<file path="src/design/scope_pkg.sv">
`default_nettype none

package scope_pkg;

  //////////////////////////////////////////////////////////////////////
  // widths and sizes
  //////////////////////////////////////////////////////////////////////

  localparam int SAMPLE_W  = 14;    // converted sample, also dac code
  localparam int RAW_W     = 16;    // adc port word
  localparam int RAW_LSB   = 2;     // low 2 bits reserved on 16 bit adc
  localparam int BUF_DEPTH = 1024;  // capture window, pairs
  localparam int ADDR_W    = 10;    // log2 of BUF_DEPTH

  //////////////////////////////////////////////////////////////////////
  // types
  //////////////////////////////////////////////////////////////////////

  // adc word as seen on the pins
  typedef logic [RAW_W-1:0] raw_word_t;

  // offset code, negative slope (adc after input reg, dac at the pins)
  typedef logic [SAMPLE_W-1:0] dac_code_t;

  typedef logic signed [SAMPLE_W-1:0] sample_t;  // two's complement

  // buffer address, post trigger length
  typedef logic [ADDR_W-1:0] buf_addr_t;

  // capture sequence
  typedef enum logic [2:0] {
    IDLE,       // waiting for arm
    FILL,       // pre-trigger part of the window
    WAIT_TRIG,  // keep writing, look for the crossing
    POST,       // post-trigger part, trigger pair first
    DONE        // window frozen until readout finishes
  } cap_state_t;

  typedef enum logic {
    RD_IDLE,
    RD_RUN
  } rd_state_t;

endpackage

`default_nettype wire

</file>
<file path="src/design/capture_readout.sv">
`default_nettype none

module capture_readout (
  input  wire                      adc_clk,
  input  wire                      rst_n_i,
  input  wire                      done_i,        // window ready
  input  wire scope_pkg::buf_addr_t start_addr_i,  // oldest pair
  output scope_pkg::buf_addr_t      rd_addr_o,
  output logic                     rd_valid_o,    // data from memory this cycle
  output logic                     rd_last_o      // last beat, also the release
);

  scope_pkg::rd_state_t state;
  scope_pkg::buf_addr_t rd_addr_q;
  scope_pkg::buf_addr_t issue_cnt;   // addresses issued so far
  logic                 issue;       // address on rd_addr_o is a real read
  logic                 issue_last;

  //////////////////////////////////////////////////////////////////////
  // address issue
  //////////////////////////////////////////////////////////////////////

  assign issue      = (state == scope_pkg::RD_RUN);
  assign issue_last = issue &&
                      (issue_cnt == scope_pkg::buf_addr_t'(scope_pkg::BUF_DEPTH - 1));
  assign rd_addr_o  = rd_addr_q;

  always_ff @(posedge adc_clk or negedge rst_n_i)
  begin
    if (!rst_n_i)
    begin
      state      <= scope_pkg::RD_IDLE;
      rd_addr_q  <= '0;
      issue_cnt  <= '0;
      rd_valid_o <= 1'b0;
      rd_last_o  <= 1'b0;
    end
    else
    begin
      // memory answers one cycle later
      rd_valid_o <= issue;
      rd_last_o  <= issue_last;
      case (state)
        scope_pkg::RD_IDLE:
        begin
          // done is still up while the last beat goes out
          if (done_i && !rd_last_o)
          begin
            state     <= scope_pkg::RD_RUN;
            rd_addr_q <= start_addr_i;
            issue_cnt <= '0;
          end
        end
        scope_pkg::RD_RUN:
        begin
          rd_addr_q <= rd_addr_q + 1'b1;  // wraps around the ring
          issue_cnt <= issue_cnt + 1'b1;
          if (issue_last)
            state <= scope_pkg::RD_IDLE;
        end
        default:
          state <= scope_pkg::RD_IDLE;
      endcase
    end
  end

  // only the trailing beat of a burst may land in RD_IDLE
  a_valid_tail: assert property (@(posedge adc_clk) disable iff (!rst_n_i)
    (rd_valid_o && state == scope_pkg::RD_IDLE) |=>
      !(rd_valid_o && state == scope_pkg::RD_IDLE));

endmodule

`default_nettype wire

</file>
<file path="config.mk">
export PLATFORM = sky130hd
export DESIGN_NAME = capture_readout
export DESIGN_NICKNAME = d
export VERILOG_FILES = /design/src/design/scope_pkg.sv /design/src/design/capture_readout.sv
export SDC_FILE = /design/constraint.sdc
export NUM_CORES = 1
export LEC_CHECK = 0
export BUFFER_PORTS_ARGS = -buffer_cell sky130_fd_sc_hd__buf_2
export CAP_MARGIN = 10
export CORE_UTILIZATION = 34
export DETAILED_ROUTE_END_ITERATION = 16
export GPL_TIMING_DRIVEN = 0
export PLACE_DENSITY_LB_ADDON = 0.2
export SETUP_SLACK_MARGIN = 0.1
export SYNTH_ARGS = -nofsm -noshare
export SYNTH_HDL_FRONTEND = slang
export SYNTH_SLANG_ARGS = --single-unit
</file>
<file path="constraint.sdc">
create_clock -name adc_clk -period 1.9 [get_ports adc_clk]
set_clock_uncertainty 0.2 [all_clocks]
set_input_delay 0.285 -clock adc_clk [delete_from_list [all_inputs] [get_ports adc_clk]]
set_output_delay 0.285 -clock adc_clk [all_outputs]
set_load 0.02 [all_outputs]
</file>
==> results.md <==
- Cell Pwr Density: 1440 nW/um^2
- Most common cell after layout, fill and taps aside: buf_2
- # resized after CTS: 0
- WP data arrival: 1.66 ns
- Layout area overhead: 18.1%
- Initial drt markers: 30
- Clock share of power: 13.8%
- Dpl ws: 0.267 ns
- GPL Wtd Cong: 0.756
- Initial Utilization: 37.1%
- Fmax: 0.599 GHz
- Top post-synthesis cells by area: dfrtp_1 (45%), mux2i_1 (10%), nand2_1 (4.4%)
- Die W: 63.5 um
- DR DRC count: 0
- CTS tree: built
- Core area: 3470 um^2
- Kind of cell adding the most delay to the critical path: simple AND/OR/NAND/NOR gates
- I/O pins: 25
- Via/cell ratio: 5.30
- Max IR drop VDD: 0.573 mV
- Setup crit end kind: register
- Routed Antenna Nets: 0
- RSZ-0062 raised after global routing: no
- Setup TNS: 0 ns
- Final worst-path cycle share: 87.9%
- Antenna violations before repair: 0
- Core Rows: 21
- Sw Ratio: 43.3%
- Final setup viols: 0
- First-pass GRT wire length: 4780 um
- Worst Tran Pin Value: 0.526 ns
- Reg clk slew, reported paths: 0.08 ns
- Fillcell total: 356
- Leakage power: 0.734 nW
- CTS H-tree depth: 1
- Total buffers and inverters traversed by the critical path: 0
- Post-Layout Cell Count: 206
- Status: finished, final reports clean
- Synth Warn #: 0
- Die height: 63.5 um
- Int Pwr: 1.24 mW
- Post-Place Cell Area: 1460 um^2
- HPWL after detailed placement: 2050 um
- Root Driver: clkbuf_8
- Combinational share of power: 39.7%
- Synthesized instance count: 131
- Clock buffer depth: 2
- Clk sinks: 23
- Sw power: 0.946 mW
- Slew margin rel.: 64.9%
- Worst Hold Class: input pin to register
- Slowest cell on crit path: dfrtp_1
- Final Power: 2.19 mW
- Worst Path Required: 1.89 ns
- Final worst slack: 0.230 ns
- Register area share after synthesis: 44.7%
- Syn Nets: 146
- Synthesized area: 1290 um^2
- CP Class: register to register
- Fin. max-slew vios: 0
- Vias in the first global route: 1040
- Reg power frac: 46.6%
- Largest net degree at the start of global routing: 24
- Final core occ: 43.8%
- Die area: 4030 um^2
- Post-synth top area share: 44.7%
- WL/cell: 13.3 um
- Final Hold Viols: 0
- N_diodes: 0
- Max cap viols: 0
- Max incr delay on CP: 0.46 ns
- Gr usage total: 15.2%
- Layout cells sized above 1: 21.3%
- Cell variety after synth: 37
- Via count: 1091
- Cts bufs inserted: 3
- Most frequent cells in the layout: buf_2 (27), dfrtp_1 (23), nand2_1 (15)
- Min cycle time layout: 1.67 ns
- Setup crit start kind: register
- Avg Cell Area, Syn: 9.82 um^2
- Grt ovf: 0
- WL final: 2730 um
- Clk_lat worst skew: 0.26 ns
- WHS: 0.109 ns
- Port-buffer cells: 24
- Placed cell count: 201
- TritonRoute pass-1 iters: 4
- Yosys top cell by area: dfrtp_1
- Critical path cell sequence: ha_1 > nand4_1 > or3_1 > a31oi_1
- Crit path max fanout: 7
- Nets@finish: 176
- Final instance area: 1520 um^2
- Yosys reg bits: 23
-- Yosys cell counts (all sizes together) --
master  instances
a211oi          4
a21oi           2
a31oi           5
and2            2
and3            3
and3b           4
buf             5
clkbuf          1
dfrtp          23
ha              2
inv             4
mux2            1
mux2i          13
nand2          15
nand2b          1
nand3          11
nand4           5
nor2            2
nor2b           2
nor3            1
nor3b           1
o211ai          1
o21ai           8
o22ai           1
o311ai          1
o31ai           2
or3             3
or3b            1
or4             1
or4b            3
xor2            3
-- worst reg2reg max path, delay by kind of cell, from the launching register on --
family | cells | cell delay, ns
flops | 1 | 0.46
fa+ha+maj | 1 | 0.26
compound gates | 1 | 0.16
simple gates | 2 | 0.52
-- timing repair --
action,in CTS,in global routing
hold endpoints to repair,23,0
setup endpoints to repair,0,0
setup buffers,0,0
hold buffers,1,0
-- metal layers --
layer  share of wire [%]  wire length (um)  GRT usage [%]  vias up
li1                    -                 -              -      541
met1                  49              1350           20.5      523
met2                  45              1230           24.1       22
met3                 3.9               107           2.54        5
met4                 1.5                41           5.97        0
met5                   0                 0              0        -
-- final timing paths --
path,to,slack (ns),from,cells past startpoint
min in group asynchronous,rd_addr_o[9]$_DFFE_PN0P_,0.33,rst_n_i,2
max reg2reg,rd_addr_o[6]$_DFFE_PN0P_,0.23,rd_addr_o[0]$_DFFE_PN0P_,4
min reg2reg,rd_valid_o$_DFF_PN0_,0.30,issue$_DFF_PN0_,0
max,rd_addr_o[6]$_DFFE_PN0P_,0.23,rd_addr_o[0]$_DFFE_PN0P_,4
max in group asynchronous,issue_cnt[5]$_DFFE_PN0P_,0.82,rst_n_i,2
min,rd_addr_o[1]$_DFFE_PN0P_,0.11,start_addr_i[1],3
-- cell type report --
type / instances / area, um^2 / share of cell area (%)
multi-input combinational: 98 / 662 / 43.6
sequential: 23 / 576 / 37.9
timing repair buffer: 25 / 130 / 8.57
tap: 46 / 57.6 / 3.79
clock buffer: 4 / 45.0 / 2.97
buffer: 6 / 33.8 / 2.22
inverter: 4 / 15.0 / 0.988
-- flip-flops by register name (all words and copies together) (netlist names) --
signal,cells
issue_cnt,10
rd_addr_o,10
issue,1
rd_last_o,1
rd_valid_o,1
-- kinds of logic (layout without fill, tap and decap cells) --
family / after synthesis / in the layout / share of synthesized area [%]
multiplexers: 14 / 14 / 11.0
adder cells (fa/ha/maj): 2 / 2 / 1.95
flip-flops: 23 / 23 / 44.7
AO/OA/AOI/OAI: 24 / 24 / 11.6
XOR/XNOR: 3 / 3 / 2.04
AND/OR/NAND/NOR: 55 / 55 / 24.9
buffers and inverters: 10 / 39 / 3.79
-- power groups by stage --
stage	registers (mW)	logic (mW)	clock network, mW
2_1_floorplan	1.09	0.512	0
3_3_place_gp	1.01	0.849	0
3_5_place_dp	1.03	0.879	0
4_1_cts	1.02	0.881	0.311
5_1_grt	1.07	0.993	0.335
6_report	1.02	0.867	0.301
Power figures use the tool's default switching activity.
