**src/design/scope_pkg.sv**
```systemverilog
`default_nettype none

package scope_pkg;

  //////////////////////////////////////////////////////////////////////
  // widths and sizes
  //////////////////////////////////////////////////////////////////////

  localparam int SAMPLE_W  = 14;    // converted sample, also dac code
  localparam int RAW_W     = 16;    // adc port word
  localparam int RAW_LSB   = 2;     // low 2 bits reserved on 16 bit adc
  localparam int BUF_DEPTH = 1024;  // capture window, pairs
  localparam int ADDR_W    = 10;    // log2 of BUF_DEPTH

  //////////////////////////////////////////////////////////////////////
  // types
  //////////////////////////////////////////////////////////////////////

  // adc word as seen on the pins
  typedef logic [RAW_W-1:0] raw_word_t;

  // offset code, negative slope (adc after input reg, dac at the pins)
  typedef logic [SAMPLE_W-1:0] dac_code_t;

  typedef logic signed [SAMPLE_W-1:0] sample_t;  // two's complement

  // buffer address, post trigger length
  typedef logic [ADDR_W-1:0] buf_addr_t;

  // capture sequence
  typedef enum logic [2:0] {
    IDLE,       // waiting for arm
    FILL,       // pre-trigger part of the window
    WAIT_TRIG,  // keep writing, look for the crossing
    POST,       // post-trigger part, trigger pair first
    DONE        // window frozen until readout finishes
  } cap_state_t;

  typedef enum logic {
    RD_IDLE,
    RD_RUN
  } rd_state_t;

endpackage

`default_nettype wire

```
**src/design/analog_io.sv**
```systemverilog
`default_nettype none

module analog_io (
  input  wire                      adc_clk,
  input  wire                      rst_n_i,
  // adc pins
  input  wire scope_pkg::raw_word_t adc_a_i,         // ch a, low bits unused
  input  wire scope_pkg::raw_word_t adc_b_i,         // ch b
  // dac samples from the generator side
  input  wire scope_pkg::sample_t   dac_a_i,
  input  wire scope_pkg::sample_t   dac_b_i,
  input  wire                      digital_loop_i,  // dac replaces adc
  // towards capture
  output scope_pkg::sample_t        sample_a_o,
  output scope_pkg::sample_t        sample_b_o,
  // dac pins
  output scope_pkg::dac_code_t      dac_a_o,
  output scope_pkg::dac_code_t      dac_b_o
);

  //////////////////////////////////////////////////////////////////////
  // code conversion
  //////////////////////////////////////////////////////////////////////

  // msb kept, the rest inverted
  // same operation in both directions: neg slope offset <-> two's compl
  function automatic scope_pkg::dac_code_t flip_code(input scope_pkg::dac_code_t v);
    flip_code = {v[scope_pkg::SAMPLE_W-1], ~v[scope_pkg::SAMPLE_W-2:0]};
  endfunction

  // first stage
  scope_pkg::dac_code_t adc_a_q;  // raw code, upper 14 bits
  scope_pkg::dac_code_t adc_b_q;
  scope_pkg::sample_t   dac_a_q;  // dac sample, feeds pins and loopback
  scope_pkg::sample_t   dac_b_q;

  //////////////////////////////////////////////////////////////////////
  // stage 1, input registers
  //////////////////////////////////////////////////////////////////////

  always_ff @(posedge adc_clk or negedge rst_n_i)
  begin
    if (!rst_n_i)
    begin
      adc_a_q <= '0;
      adc_b_q <= '0;
      dac_a_q <= '0;  // dac sits at midscale code after reset
      dac_b_q <= '0;
    end
    else
    begin
      // lowest 2 bits reserved
      adc_a_q <= adc_a_i[scope_pkg::RAW_W-1:scope_pkg::RAW_LSB];
      adc_b_q <= adc_b_i[scope_pkg::RAW_W-1:scope_pkg::RAW_LSB];
      dac_a_q <= dac_a_i;
      dac_b_q <= dac_b_i;
    end
  end

  //////////////////////////////////////////////////////////////////////
  // stage 2, conversion or loopback
  //////////////////////////////////////////////////////////////////////

  always_ff @(posedge adc_clk or negedge rst_n_i)
  begin
    if (!rst_n_i)
    begin
      sample_a_o <= '0;
      sample_b_o <= '0;
    end
    else if (digital_loop_i)
    begin
      // dac path already signed, same 2 cycle latency as the adc path
      sample_a_o <= dac_a_q;
      sample_b_o <= dac_b_q;
    end
    else
    begin
      sample_a_o <= scope_pkg::sample_t'(flip_code(adc_a_q));
      sample_b_o <= scope_pkg::sample_t'(flip_code(adc_b_q));
    end
  end

  // dac pins, signed -> offset neg slope
  // one cycle from dac_*_i
  assign dac_a_o = flip_code(dac_a_q);
  assign dac_b_o = flip_code(dac_b_q);

endmodule

`default_nettype wire

```
**config.mk**
```make
export PLATFORM = sky130hd
export DESIGN_NAME = analog_io
export DESIGN_NICKNAME = d
export VERILOG_FILES = /design/src/design/scope_pkg.sv /design/src/design/analog_io.sv
export SDC_FILE = /design/constraint.sdc
export NUM_CORES = 1
export LEC_CHECK = 0
export BUFFER_PORTS_ARGS = -buffer_cell sky130_fd_sc_hd__buf_2
export CAP_MARGIN = 10
export CORE_AREA = 2 2 63 94
export DETAILED_ROUTE_END_ITERATION = 7
export DIE_AREA = 0 0 65 96
export MAX_ROUTING_LAYER = met4
export PLACE_DENSITY_LB_ADDON = 0.25
export SLEW_MARGIN = 20
export SYNTH_ARGS = -nofsm -noshare
export SYNTH_HDL_FRONTEND = slang
export SYNTH_SLANG_ARGS = --single-unit
```
**constraint.sdc**
```tcl
create_clock -name adc_clk -period 1.9 [get_ports adc_clk]
set_input_delay 0 -clock adc_clk [delete_from_list [all_inputs] [get_ports adc_clk]]
set_output_delay 0 -clock adc_clk [all_outputs]
set_load 0.02 [all_outputs]
```
==> results of run 1 <==
[layer usage]
metal  track usage  routed length [um]  up-vias
li1              -                   -      829
met1         0.197                1940      829
met2         0.351                3030       75
met3        0.0515                 374        6
met4        0.0957                  82        0
met5             -                   0        -
[layout by cell type, fill, tap and decap left out]
| master | n |
|---|---|
| clkinv_2 | 1 |
| o21ai_0 | 13 |
| buf_2 | 113 |
| buf_4 | 2 |
| dfrtp_1 | 84 |
| mux2i_1 | 13 |
| clkbuf_1 | 1 |
| clkbuf_8 | 11 |
| nand2_1 | 13 |
| buf_12 | 1 |
| mux2_2 | 1 |
| mux2_4 | 1 |
| bufinv_16 | 3 |
| inv_1 | 26 |
| dlygate4sd3_1 | 57 |
[power breakdown]
group | internal, mW | switching [mW] | leakage (nW)
clock network | 0.943 | 0.567 | 0.127
registers | 1.89 | 0.0300 | 0.983
logic | 0.203 | 0.236 | 0.977
total | 3.04 | 0.834 | 2.09
[layout make-up]
cell class	count	share of cell area
clock buffer	12	0.0390
clock inverter	4	0.0239
inverter	26	0.0245
multi-input combinational	41	0.0679
sequential	84	0.528
tap	70	0.0220
timing repair buffer	173	0.294
[state kept, by name, summed over array words and instances (netlist names)]
| register | count |
|---|---|
| dac_b_q | 14 |
| sample_a_o | 14 |
| adc_b_q | 14 |
| sample_b_o | 14 |
| dac_a_q | 14 |
| adc_a_q | 14 |
[cell families after synthesis]
family	synth area share
muxes	0.0620
AOI/OAI and AO/OA	0.0258
DFF	0.833
and+or+nand+nor	0.0193
buffers and inverters	0.0595
[stage by stage]
| step | instance area (sq um) | hold WS (ns) | total power, mW | setup WS [ns] | instances |
|---|---|---|---|---|---|
| floorplan | 2520 | -0.296 | 2.12 | 1.18 | 158 |
| global placement | 3160 | -0.0179 | 2.29 | 0.837 | 337 |
| detailed placement | 3160 | -0.00881 | 2.31 | 0.788 | 337 |
| CTS | 3980 | 0.132 | 3.92 | 0.937 | 410 |
| global route | 3980 | 0.175 | 4.03 | 0.891 | 410 |
| finish | 3980 | 0.155 | 3.87 | 0.958 | 410 |
[worst min path at each step]
stage / from / end / slack, ns
floorplan: rst_n_i / adc_a_q[0] / -0.30
global placement: rst_n_i / sample_a_o[3] / -0.02
detailed placement: rst_n_i / sample_a_o[3] / -0.009
CTS: digital_loop_i / sample_b_o[6] / 0.13
global route: digital_loop_i / sample_a_o[0] / 0.17
finish: rst_n_i / sample_a_o[9] / 0.16
[timing repair]
| action | 4_1_cts | 5_1_grt |
|---|---|---|
| buffers inserted | 0 | 0 |
| setup endpoints to repair | 0 | 0 |
| hold buffers | 57 | 0 |
| endpoints found under the hold margin | 93 | 0 |
[critical path, stage by stage, from the launching register on]
cell	delay (ns)
dfrtp_1	0.38
inv_1	0.07
buf_2	0.16
==> run metrics, run 1 <==
Starting Density 0.466; crit path time final roughly 0.94 ns; synthesis-stage register bit count 84; total half-perimeter wirelength after legalization and detailed placement 3160 um; library cell occupying the most area in the post-synthesis netlist dfrtp_1; crit path to dac_a_o[2]; clock root cell clkbuf_8; detailed-route wire length per cell 13.2 um; final count of pins violating max slew 0; Layout fillers about 360; area taken by multi-input logic gates roughly 270 sq um; number of buffers created by CTS 9; Final period util 0.496; Mapped Nets 221; setup slack of the worst register-to-register path between 1 and 1.5 ns; ant diodes 0; drc violations 0; first-pass GRT wire length 8310 um; measured slew at the worst slew-check pin roughly 0.53 ns; Critical Path Start dac_a_q[2]; number of nets still failing antenna checks after routing 0; standard-cell rows 33; type of element launching the critical path flop; RSZ-0062 raised after global routing no; number of unique standard cell types used by synthesis 10; overall fraction of global-route tracks in use 0.196; vias post-DR approximately 1.7k; most used flip-flop cell after synthesis dfrtp_1; Max FO, Critical Path 2; wire length after detailed routing around 5400 um; total power per unit cell area 973 mW/mm^2; CTS sink cnt 84; achievable frequency 1060 MHz; setup TNS 0 ns; number of instances in the synthesized netlist about 160; headroom to the max-slew limit 0.646; data required time at the worst endpoint 1.90 ns; IO Port Bufs 114; maximum buffer depth of the clock tree 2; clock transition at the registers of the reported paths about 0.08 ns; H-tree lvl count 3; Synth Cell Area 0.00252 sq mm; cells resized by post-CTS repair 0; synthesized area per cell 16.0 sq um; part of the Yosys area used for sequential elements 0.833; worst hold path class input pin to asynchronous set/reset pin; max-cap viol count 0; area of the core region 0.00541 sq mm; count of flip-flops with a built-in enable after synthesis 0; async set-or-reset flop fraction in the synthesized netlist 1.00; gp weighted congestion 0.708; layout cells sized above 1 0.391; violation count after the first detailed-route iteration 79; final cell utilization of the core 0.736; via count of the first global-routing pass 1827; global route total overflow 0; fraction of post-synthesis cell area in the top cell type by area 0.833; Skew-Pair Late Insertion Delay between 0.3 and 0.4 ns; Die Span X 65 um; static leakage power around 2.1 nW; number of detailed-routing iterations run before antenna repair 4; run status complete, no violations; start of the worst register-to-register path dac_b_q[13]; destination of the worst register-to-register timing path sample_b_o[13]; Peak VDD IR 0.572 mV; type of the worst setup path flop to output pin; most instantiated cells after synthesis 84 x dfrtp_1, 26 x inv_1, 13 x mux2i_1, 13 x nand2_1, 13 x o21ai_0; pin count of the biggest net entering global routing 48; final hold vios 0; setup clock skew after layout 0.00647 ns; dominant cells by area after synthesis dfrtp_1 83%, mux2i_1 5.2%, inv_1 3.9%; net count reported at finish slightly below 400; number of antenna violations at the first check in global routing 0; synthesis-to-layout area growth 57.7%; nature of the critical path endpoint output pin; R2R cell count 1; signal arrival time at the worst endpoint 0.94 ns; Avg Vias per Cell around 4.2; clock tree from TritonCTS yes; Reg area 0.00210 sq mm; final count of negative-setup-slack endpoints 0; overall die height ~96 um; Top-Level Pins between 100 and 150; most repeated cell in the gate-level netlist after synthesis dfrtp_1; area of the die roughly 0.0062 sq mm; number of synthesis warnings 0
Power figures use the tool's default switching activity.
==> run 2, diff against run 1 <==
--- a/config.mk
+++ b/config.mk
@@ -7,9 +7,9 @@
 export LEC_CHECK = 0
 export BUFFER_PORTS_ARGS = -buffer_cell sky130_fd_sc_hd__buf_2
 export CAP_MARGIN = 10
-export CORE_AREA = 2 2 63 94
+export CORE_AREA = 2 2 68 102
 export DETAILED_ROUTE_END_ITERATION = 7
-export DIE_AREA = 0 0 65 96
+export DIE_AREA = 0 0 70 104
 export MAX_ROUTING_LAYER = met4
 export PLACE_DENSITY_LB_ADDON = 0.25
 export SLEW_MARGIN = 20
==> constraint.sdc (replaced) <==
create_clock -name adc_clk -period 0.85 [get_ports adc_clk]
set_input_delay 0 -clock adc_clk [delete_from_list [all_inputs] [get_ports adc_clk]]
set_output_delay 0 -clock adc_clk [all_outputs]
set_load 0.02 [all_outputs]
==> run 2 against run 1 <==
  * First-iteration DRC count shrank 42%
  * Critical endpoint is now dac_b_o[4]
  * Power rose by 110%
  * Final cell count up 7.3%
  * The flow now finishes with violations (negative setup slack)
  * Routed wire length rose by 11%
  * Worst setup slack got worse by 1.0 ns
  * Highest routed layer unchanged
  * Via count grew 6.7%
  * Largest cell class unchanged
  * Sequential cell count unchanged
==> run metrics, run 2 (same netlist as run 1, synthesis figures left out) <==
clock transition at the registers of the reported paths 0.08 ns (about the same); Layout fillers 400 (was 356); total half-perimeter wirelength after legalization and detailed placement 3230 um (was 3160 um); synthesis-to-layout area growth 78.8% (was 57.7%); Max FO, Critical Path 2 (unchanged); max-cap viol count 0 (unchanged); post-route insts no fill 440 (was 410); leading cell type in the layout, fill and taps excluded dfrtp_1 (was buf_2); least setup slack across all paths after layout -0.0767 ns (was 0.958 ns); Avg Vias per Cell 4.22 (was 4.24); Clk pwr share 0.319 (was 0.390); wire length after detailed routing 6010 um (was 5430 um); final count of negative-setup-slack endpoints 39 (was 0); power share of the combinational group 0.160 (was 0.113); total buffers and inverters traversed by the critical path 2 (unchanged); clock root cell clkbuf_8 (unchanged); net switching power 1.95 mW (was 0.834 mW); type of element launching the critical path flop (unchanged); overall die height 104 um (was 96 um); Top-Level Pins 119 (unchanged); via count of the first global-routing pass 1993 (was 1827); switching fraction of total power 0.234 (was 0.215); number of stages on the worst hold path 3; highest cell delay on the worst timing path 0.40 ns (was 0.38 ns); Peak VDD IR 1.24 mV (was 0.572 mV); layout cells sized above 1 0.486 (was 0.391); type of the worst setup path flop to output pin (unchanged); first-pass GRT wire length 9360 um (was 8310 um); RSZ-0062 raised after global routing yes (was no); gp weighted congestion 0.692 (was 0.708); maximum buffer depth of the clock tree 2 (unchanged); Starting Density 0.394 (was 0.466); drc violations 0 (unchanged); run status complete, but fails checks (was complete, no violations); CP max-delay cell dfrtp_1 (unchanged); area of the core region 0.00640 sq mm (was 0.00541 sq mm); standard-cell rows 36 (was 33); final cell utilization of the core 0.705 (was 0.736); Final period util 1.09; vias post-DR 1855 (was 1739); CTS sink cnt 84 (unchanged); violation count after the first detailed-route iteration 46 (was 79); pin count of the biggest net entering global routing 37 (was 48); share of power burned in registers 0.521 (was 0.496); crit path time final 0.927 ns; nature of the critical path endpoint output pin (unchanged); setup clock skew after layout 0.00479 ns (was 0.00647 ns); setup TNS -1.46 ns (was 0 ns); H-tree lvl count 3 (unchanged); signal arrival time at the worst endpoint 0.93 ns (was 0.94 ns); data required time at the worst endpoint 0.85 ns (was 1.90 ns); total placed cells including tap cells 347 (was 337); measured slew at the worst slew-check pin 0.355 ns (was 0.531 ns); static leakage power 2.29 nW (was 2.09 nW); number of nets still failing antenna checks after routing 0 (unchanged); leading cell types in the layout, fill and taps excluded 84 x dfrtp_1, 61 x buf_6, 57 x dlygate4sd3_1, 57 x buf_2, 22 x buf_4 (was 113 x buf_2, 84 x dfrtp_1, 57 x dlygate4sd3_1); total power per unit cell area 1840 mW/mm^2 (was 973 mW/mm^2); number of buffers created by CTS 9 (unchanged); Internal Dissipation 6.36 mW (was 3.04 mW); achievable frequency 1080 MHz; global route total overflow 0 (unchanged); number of antenna violations at the first check in global routing 0 (unchanged); Die Span X 70 um (was 65 um); final count of pins violating max slew 0 (unchanged); IO Port Bufs 114 (unchanged); final hold vios 0 (unchanged); number of detailed-routing iterations run before antenna repair 3 (was 4); area of the die 0.00728 sq mm (was 0.00624 sq mm); delay-heaviest family, CP flip-flops (unchanged); R2R cell count 4 (was 1); number of cells on the critical path 2 (unchanged); clock tree from TritonCTS yes (unchanged); critical path cell sequence inv_2 -> buf_6 (was inv_1 -> buf_2); Skew-Pair Late Insertion Delay 0.34 ns (about the same); ant diodes 0 (unchanged); overall fraction of global-route tracks in use 0.175 (was 0.196); worst hold path class input pin to flop (was input pin to asynchronous set/reset pin); net count reported at finish 425 (was 398); detailed-route wire length per cell 13.7 um (was 13.2 um); headroom to the max-slew limit 0.764 (was 0.646); failing checks negative setup slack
[run 2: cell count changes in the layout (fill, tap and decap cells not counted), sizes merged]
cell / change
clkinv: +1
buf: +27
bufinv: -2
clkbuf: -2
[run 2: layer usage]
metal	track usage	vias to the layer above	wire, um
li1	-	885	-
met1	0.196	883	2330
met2	0.293	77	3250
met3	0.0339	10	330
met4	0.0907	0	104
met5	-	-	0
[run 2: layout make-up]
class / instances / area [sq um] / share of cell area
clock inverters: 3 / 40.0 / 0.00888
repair buffers: 200 / 1770 / 0.392
flip-flops and latches: 84 / 2100 / 0.466
multi-input cells: 41 / 270 / 0.0599
well taps: 76 / 95.1 / 0.0211
inverters: 26 / 97.6 / 0.0216
clock buffers: 10 / 138 / 0.0305
[run 2: final timing paths]
path                           startpoint             end  slack [ns]
min in group asynchronous         rst_n_i   sample_b_o[8]        0.07
max reg2reg                    dac_b_q[7]   sample_b_o[7]           0
min reg2reg                   adc_a_q[11]  sample_a_o[11]        0.41
max in group asynchronous         rst_n_i   sample_b_o[2]        0.34
min                        digital_loop_i   sample_b_o[7]        0.06
max                            dac_b_q[4]      dac_b_o[4]       -0.08
[run 2: repair_timing]
item	in CTS	in global routing
resized for setup	126	12
setup buffers	13	10
endpoints found under the hold margin	140	0
endpoints found under the setup margin	56	56
cloned	0	0
hold buffers	57	0
[run 2: metrics by stage]
step	setup WS (ns)	power, mW	hold slack, ns	cell area, sq um
after floorplan	0.130	4.74	-0.296	2520
after global placement	0.0388	5.16	-0.126	3220
after detailed placement	-0.00730	5.18	-0.123	3220
after CTS	-0.0938	8.31	0.0571	4420
after global routing	-0.122	8.66	0.0644	4510
final	-0.0767	8.31	0.0621	4510
[run 2: tightest hold or removal path: cells and delay by family]
| family | cells | cell delay, ns |
|---|---|---|
| AOI/OAI and AO/OA | 1 | 0.06 |
| and+or+nand+nor | 1 | 0.09 |
| buffers and inverters | 1 | 0.22 |
[run 2: power by group through the flow]
stage	Clock [mW]	Sequential [mW]	Combinational, mW
floorplan	0	4.50	0.241
global placement	0	4.37	0.797
detailed placement	0	4.37	0.809
CTS	2.71	4.32	1.28
global route	2.89	4.35	1.41
finish	2.65	4.33	1.33
